===== src/logic/fpu_div_macros.svh =====
// ~~~~~~~~~~~~~~~~~~~~~~~~~~~~~~~~~~~~~~~~~~~~~~~~~~
// FDIV_NUM_LANES must be a multiple of FDIV_NUM_PES
// FDIV_LATENCY must be at least 1
// ~~~~~~~~~~~~~~~~~~~~~~~~~~~~~~~~~~~~~~~~~~~~~~~~~~
`ifndef FPU_DIV_MACROS_SVH
`define FPU_DIV_MACROS_SVH

// operand pairs carried by one request
`define FDIV_NUM_LANES 4

// divide PEs shared by the lanes, so a request takes LANES / PES batches
`define FDIV_NUM_PES 2

// enabled cycles from a PE's input to its output
`define FDIV_LATENCY 4

// width of the caller's tag, the lane mask is carried beside it
`define FDIV_TAG_W 8

`endif


===== src/logic/fpu_div_pkg.sv =====
// ~~~~~~~~~~~~~~~~~~~~~~~~~~~~~~~~~~~~~~~~~~~~~~~~~~
// single-precision only; rounding codes 4..7 act as RNE
// ~~~~~~~~~~~~~~~~~~~~~~~~~~~~~~~~~~~~~~~~~~~~~~~~~~
package fpu_div_pkg;

    // rounding mode codes as carried in an instruction
    typedef enum logic [2:0] {
        FRM_RNE = 3'd0,
        FRM_RTZ = 3'd1,
        FRM_RDN = 3'd2,
        FRM_RUP = 3'd3
    } frm_e;

    // exception flags, nv sits in the MSB
    typedef struct packed {
        logic nv;
        logic dz;
        logic of;
        logic uf;
        logic nx;
    } fflags_t;

    // one lane's inputs to a divide PE
    typedef struct packed {
        frm_e        rm;
        logic [31:0] b;
        logic [31:0] a;
    } div_operands_t;

    // one lane's quotient with its flags
    typedef struct packed {
        fflags_t     fflags;
        logic [31:0] q;
    } div_result_t;

    // every NaN produced by the divider uses this pattern
    localparam logic [31:0] QNAN_CANON = 32'h7FC0_0000;

endpackage


===== src/logic/fpu_pe_serializer.sv =====
// ~~~~~~~~~~~~~~~~~~~~~~~~~~~~~~~~~~~~~~~~~~~~~~~~~~
// one request per (batches + 1) cycles at best
// whole datapath stalls while the output FIFO is full
// ~~~~~~~~~~~~~~~~~~~~~~~~~~~~~~~~~~~~~~~~~~~~~~~~~~
`include "fpu_div_macros.svh"

module fpu_pe_serializer import fpu_div_pkg::*; #(
    parameter int TAG_W = `FDIV_NUM_LANES + `FDIV_TAG_W
) (
    input  logic                                clk,
    input  logic                                rst_n,
    input  logic                                valid_in,
    output logic                                ready_in,
    input  div_operands_t [`FDIV_NUM_LANES-1:0] lanes_in,
    input  logic [TAG_W-1:0]                    tag_in,
    output logic                                pe_enable,
    output div_operands_t [`FDIV_NUM_PES-1:0]   pe_operands,
    input  div_result_t [`FDIV_NUM_PES-1:0]     pe_results,
    output logic                                valid_out,
    input  logic                                ready_out,
    output div_result_t [`FDIV_NUM_LANES-1:0]   lanes_out,
    output logic [TAG_W-1:0]                    tag_out
);

    localparam int NL  = `FDIV_NUM_LANES;
    localparam int NP  = `FDIV_NUM_PES;
    localparam int LAT = `FDIV_LATENCY;
    localparam int NB  = NL / NP;
    localparam int CW  = $clog2(NB + 1);
    localparam int BW  = (NB > 1) ? $clog2(NB) : 1;

    typedef struct packed {
        logic             valid;
        logic [BW-1:0]    bidx;
        logic [TAG_W-1:0] tag;
    } track_t;

    typedef struct packed {
        logic [TAG_W-1:0]     tag;
        div_result_t [NL-1:0] lanes;
    } resp_t;

    // 0 means idle, n feeds batch n-1 to the PEs
    logic [CW-1:0]          batch_cnt;
    logic [BW-1:0]          bidx;
    div_operands_t [NL-1:0] req_q;
    logic [TAG_W-1:0]       req_tag_q;
    track_t                 trk_in;
    track_t                 trk_q [LAT];
    track_t                 trk_out;
    div_result_t [NL-1:0]   coll_q;
    div_result_t [NL-1:0]   coll_d;
    resp_t                  push_data;
    resp_t                  fifo_q [2];
    logic                   push;
    logic                   pop;
    logic                   wr_ptr;
    logic                   rd_ptr;
    logic [1:0]             count;

    assign pe_enable = (count != 2'd2);
    assign ready_in  = pe_enable && (batch_cnt == '0);
    assign bidx      = BW'(batch_cnt - CW'(1));

    always_ff @(posedge clk) begin
        if (!rst_n) begin
            batch_cnt <= '0;
        end else if (pe_enable) begin
            if (batch_cnt == '0) begin
                if (valid_in) begin
                    batch_cnt <= CW'(1);
                end
            end else if (batch_cnt == CW'(NB)) begin
                batch_cnt <= '0;
            end else begin
                batch_cnt <= batch_cnt + CW'(1);
            end
        end
    end

    always_ff @(posedge clk) begin
        if (valid_in && ready_in) begin
            req_q     <= lanes_in;
            req_tag_q <= tag_in;
        end
    end

    always_comb begin
        for (int i = 0; i < NP; i++) begin
            pe_operands[i] = req_q[int'(bidx) * NP + i];
        end
    end

    // tracker runs beside the PEs under the same enable
    assign trk_in = '{valid: (batch_cnt != '0), bidx: bidx, tag: req_tag_q};

    always_ff @(posedge clk) begin
        if (!rst_n) begin
            for (int i = 0; i < LAT; i++) begin
                trk_q[i].valid <= 1'b0;
            end
        end else if (pe_enable) begin
            trk_q[0] <= trk_in;
            for (int i = 1; i < LAT; i++) begin
                trk_q[i] <= trk_q[i-1];
            end
        end
    end

    assign trk_out = trk_q[LAT-1];

    always_comb begin
        coll_d = coll_q;
        if (trk_out.valid) begin
            for (int i = 0; i < NP; i++) begin
                coll_d[int'(trk_out.bidx) * NP + i] = pe_results[i];
            end
        end
    end

    always_ff @(posedge clk) begin
        if (pe_enable) begin
            coll_q <= coll_d;
        end
    end

    // the last batch completes the response in the same cycle it lands
    assign push            = pe_enable && trk_out.valid && (trk_out.bidx == BW'(NB - 1));
    assign pop             = valid_out && ready_out;
    assign push_data.tag   = trk_out.tag;
    assign push_data.lanes = coll_d;

    always_ff @(posedge clk) begin
        if (!rst_n) begin
            wr_ptr <= 1'b0;
            rd_ptr <= 1'b0;
            count  <= 2'd0;
        end else begin
            if (push) begin
                wr_ptr <= ~wr_ptr;
            end
            if (pop) begin
                rd_ptr <= ~rd_ptr;
            end
            count <= count + {1'b0, push} - {1'b0, pop};
        end
    end

    always_ff @(posedge clk) begin
        if (push) begin
            fifo_q[wr_ptr] <= push_data;
        end
    end

    assign valid_out = (count != 2'd0);
    assign lanes_out = fifo_q[rd_ptr].lanes;
    assign tag_out   = fifo_q[rd_ptr].tag;

endmodule


===== config.mk =====
export PLATFORM = sky130hd
export DESIGN_NAME = fpu_pe_serializer
export DESIGN_NICKNAME = d
export VERILOG_FILES = /design/src/logic/fpu_div_pkg.sv /design/src/logic/fpu_pe_serializer.sv
export VERILOG_INCLUDE_DIRS = /design/src /design/src/logic
export SDC_FILE = /design/constraint.sdc
export NUM_CORES = 1
export LEC_CHECK = 0
export BUFFER_PORTS_ARGS = -buffer_cell sky130_fd_sc_hd__buf_2
export CAP_MARGIN = 10
export CORE_UTILIZATION = 45
export CTS_CLUSTER_DIAMETER = 150
export DETAILED_ROUTE_END_ITERATION = 6
export MAX_ROUTING_LAYER = met4
export PLACE_DENSITY = 0.68
export RECOVER_POWER = 25
export SETUP_SLACK_MARGIN = 0.2
export SYNTH_ARGS = -nofsm -noshare
export SYNTH_HDL_FRONTEND = slang
export SYNTH_SLANG_ARGS = --single-unit

===== constraint.sdc =====
create_clock -name clk -period 38.1 [get_ports clk]
set_clock_uncertainty 0.15 [all_clocks]
set_input_delay 7.62 -clock clk [delete_from_list [all_inputs] [get_ports clk]]
set_output_delay 7.62 -clock clk [all_outputs]
set_load 0.02 [all_outputs]

==> results.sh <==
export IMPL_ir_worst_vdd_mv=0.0475
export IMPL_vias=15100
export IMPL_grt_pass1_wl_um=101000
export IMPL_power_share_switching=0.285
export IMPL_dp_slack_ps=27410
export IMPL_path_max_fanout=74
export IMPL_ys_ff_latch=811
export IMPL_cts_setup_buffers=0
export IMPL_areaGrowthSynthToFinish_pct=23.0
export IMPL_grt_antenna_before_repair=17
export IMPL_cts_made_buffers=81
export IMPL_final_setup_tns_ps=0
export IMPL_clock_power_share=0.285
export IMPL_grt_pass1_vias=15500
export IMPL_period_needed_ps=12870
export IMPL_leakage_uw=0.0134
export IMPL_root_buffer="clkbuf_16"
export IMPL_rsz0062_at_grt="no"
export IMPL_clockBufferDepth=3
export IMPL_rows=94
export IMPL_seq_power_share=0.481
export IMPL_synth_seq_area_share=0.812
export IMPL_antenna_left=0
export IMPL_cts_tree="built"
export IMPL_dp_hpwl_um=49600
export IMPL_die_h_um=260
export IMPL_cts_sinks=811
export IMPL_drt_vias_per_instance=5.04
export IMPL_first_pass_iters=5
export IMPL_cpMaxStageDelayCell="dfxtp_1"
export IMPL_finalCritPeriodShare=0.338
export IMPL_fin_area_um2=36700
export IMPL_die_w_um=260
export IMPL_grt_max_degree=200
export IMPL_drc=0
export IMPL_syn_inst=1349
export IMPL_yosysWarnings=0
export IMPL_io_pins=655
export IMPL_synth_area_top_cells="edfxtp_1 (81%), mux2_2 (14%), mux2_1 (3.0%)"
export IMPL_start_util=0.454
export IMPL_synth_top_cell_area_share=0.806
export IMPL_synth_top_area_cell="edfxtp_1"
export IMPL_wl_per_cell_um=23.9
export IMPL_final_setup_worst_slack_ps=25230
export IMPL_overflow=0
export IMPL_drive_gt1_frac=0.545
export IMPL_synth_async_reset_ratio=0
export IMPL_clkLatencyLatePin_ps=620
export IMPL_clk_pin_slew_ps=60
export IMPL_setup_violations_final=0
export IMPL_hp_class="reg -> reg"
export IMPL_h_tree_depth=3
export IMPL_crit_chain="buf_4 > mux2_2 > buf_2"
export IMPL_crit_type="reg -> out"
export IMPL_dieArea_um2=67400
export IMPL_grt_usage=0.214
export IMPL_ys_dominant_reg_cell="edfxtp_1"
export IMPL_netlist_cell_type_count=37
export IMPL_tightest_slew_ps=9420
export IMPL_combPwrFrac=0.233
export IMPL_slowest_delay_ps=2660
export IMPL_finalMaxSlewViolations=503
export IMPL_arrival_ps=5100
export IMPL_final_net_count=2406
export IMPL_crit_path_end_kind="output pin"
export IMPL_dr_first_iter_drc_count=1137
export IMPL_intPower_uw=2010
export IMPL_cts_resized=0
export IMPL_drt_wl_total_um=71400
export IMPL_outcome="complete, but fails checks"
export IMPL_switchingPower_uw=803
export IMPL_syn_num_nets=1708
export IMPL_port_buffers=654
export IMPL_syn_area_um2=29900
export IMPL_postCtsHoldBufs=0
export IMPL_gp_congestion=0.870
export IMPL_placed_area_um2=34100
export IMPL_core_um2=65700
export IMPL_required_ps=30330
export IMPL_synth_area_per_cell_um2=22.1
export IMPL_synth_edf_count=801
export IMPL_failed_checks="capacitance limit, slew limit"
export IMPL_maxCapViolations=6
export IMPL_crit_path_start_kind="register"
export IMPL_pwr_density_cell_nw_per_um2=76.7
export IMPL_max_slew_margin=-5.28
export IMPL_finalHoldViolCount=0
export IMPL_fmax_mhz=77.7
-- worst max-delay path: cells and delay by family (launching register included) --
| kind | cells | cell delay (ps) |
|---|---|---|
| buffers and inverters | 2 | 1160 |
| flip-flops | 1 | 2660 |
| multiplexers | 1 | 510 |
-- cell usage in the layout, fill, tap and decap left out, drive strengths merged, types with 6 or more instances in the layout --
cell      instances
edfxtp          801
bufinv           11
clkinvlp          6
dfxtp            10
nand2             7
mux2            442
clkbuf           97
buf             663
clkinv           36
diode            17
-- path summary, 6_finish.rpt --
check	end	slack, ps	cells past startpoint	start
worst min-delay path	trk_q[1][7]	250	0	trk_q[0][7]
worst max-delay path	pe_operands[98]	25230	3	batch_cnt[0]
worst max register to register	fifo_q[0][102]	28000	3	trk_q[3][13]
worst min register to register	trk_q[1][7]	250	0	trk_q[0][7]
-- power groups by stage --
| stage | Clock, uW | Combinational, uW | Sequential [uW] |
|---|---|---|---|
| global placement | 0 | 647 | 1360 |
| detailed placement | 0 | 665 | 1360 |
| global route | 854 | 702 | 1370 |
| CTS | 823 | 669 | 1350 |
| finish | 803 | 657 | 1360 |
| floorplan | 0 | 448 | 1380 |
-- per-layer routing --
layer  track usage  wire length (um)  vias up
li1              -                 -     6824
met1         0.252             27100     7594
met2         0.360             37200      569
met3        0.0481              4940      108
met4        0.0778              2240        0
met5             -                 0        -
-- sequential cells by signal (all words and copies together) (netlist names), named ones only --
signal and count:
trk_q 56, fifo_q 320, req_q 268, rd_ptr 1, count 2, wr_ptr 1, req_tag_q 12, coll_q 148
batch_cnt 2
-- through the flow --
step	utilization	std cells	total power [uW]	hold WS (ps)
floorplan	-	1349	1830	250
global placement	0.518	2828	2000	251
detailed placement	0.518	2828	2030	255
CTS	0.559	2976	2840	252
global route	0.559	2989	2930	263
finish	0.559	2993	2820	252
-- cell families after synthesis --
family | count (synthesis) | share of synthesized area
buf+inv | 54 | 0.0114
mux | 443 | 0.167
flops | 811 | 0.812
compound gates | 10 | 0.00243
simple gates | 29 | 0.00612
xor+xnor | 1 | 0.000293
fa+ha+maj | 1 | 0.000419
-- Yosys cell counts (2+ instances only) --
cell type / number
edfxtp_1: 801
or3_1: 2
nand2_1: 6
dfxtp_1: 10
o21ai_0: 2
buf_4: 12
buf_6: 7
and3_1: 2
nor2_1: 3
buf_2: 31
inv_1: 2
nor2b_1: 2
mux2_1: 79
a21boi_1: 2
mux2_2: 363
o21a_1: 4
-- cell type report --
| class | instances | area, um2 |
|---|---|---|
| diodes | 17 | 42.5 |
| clock buffers | 94 | 2100 |
| clock inverters | 54 | 607 |
| fillers | 5013 | 29000 |
| inverters | 3 | 12.5 |
| multi-input cells | 484 | 5270 |
| flip-flops and latches | 811 | 24300 |
| well taps | 864 | 1080 |
| repair buffers | 666 | 3360 |
No activity file was read; power rests on OpenSTA's default activity.
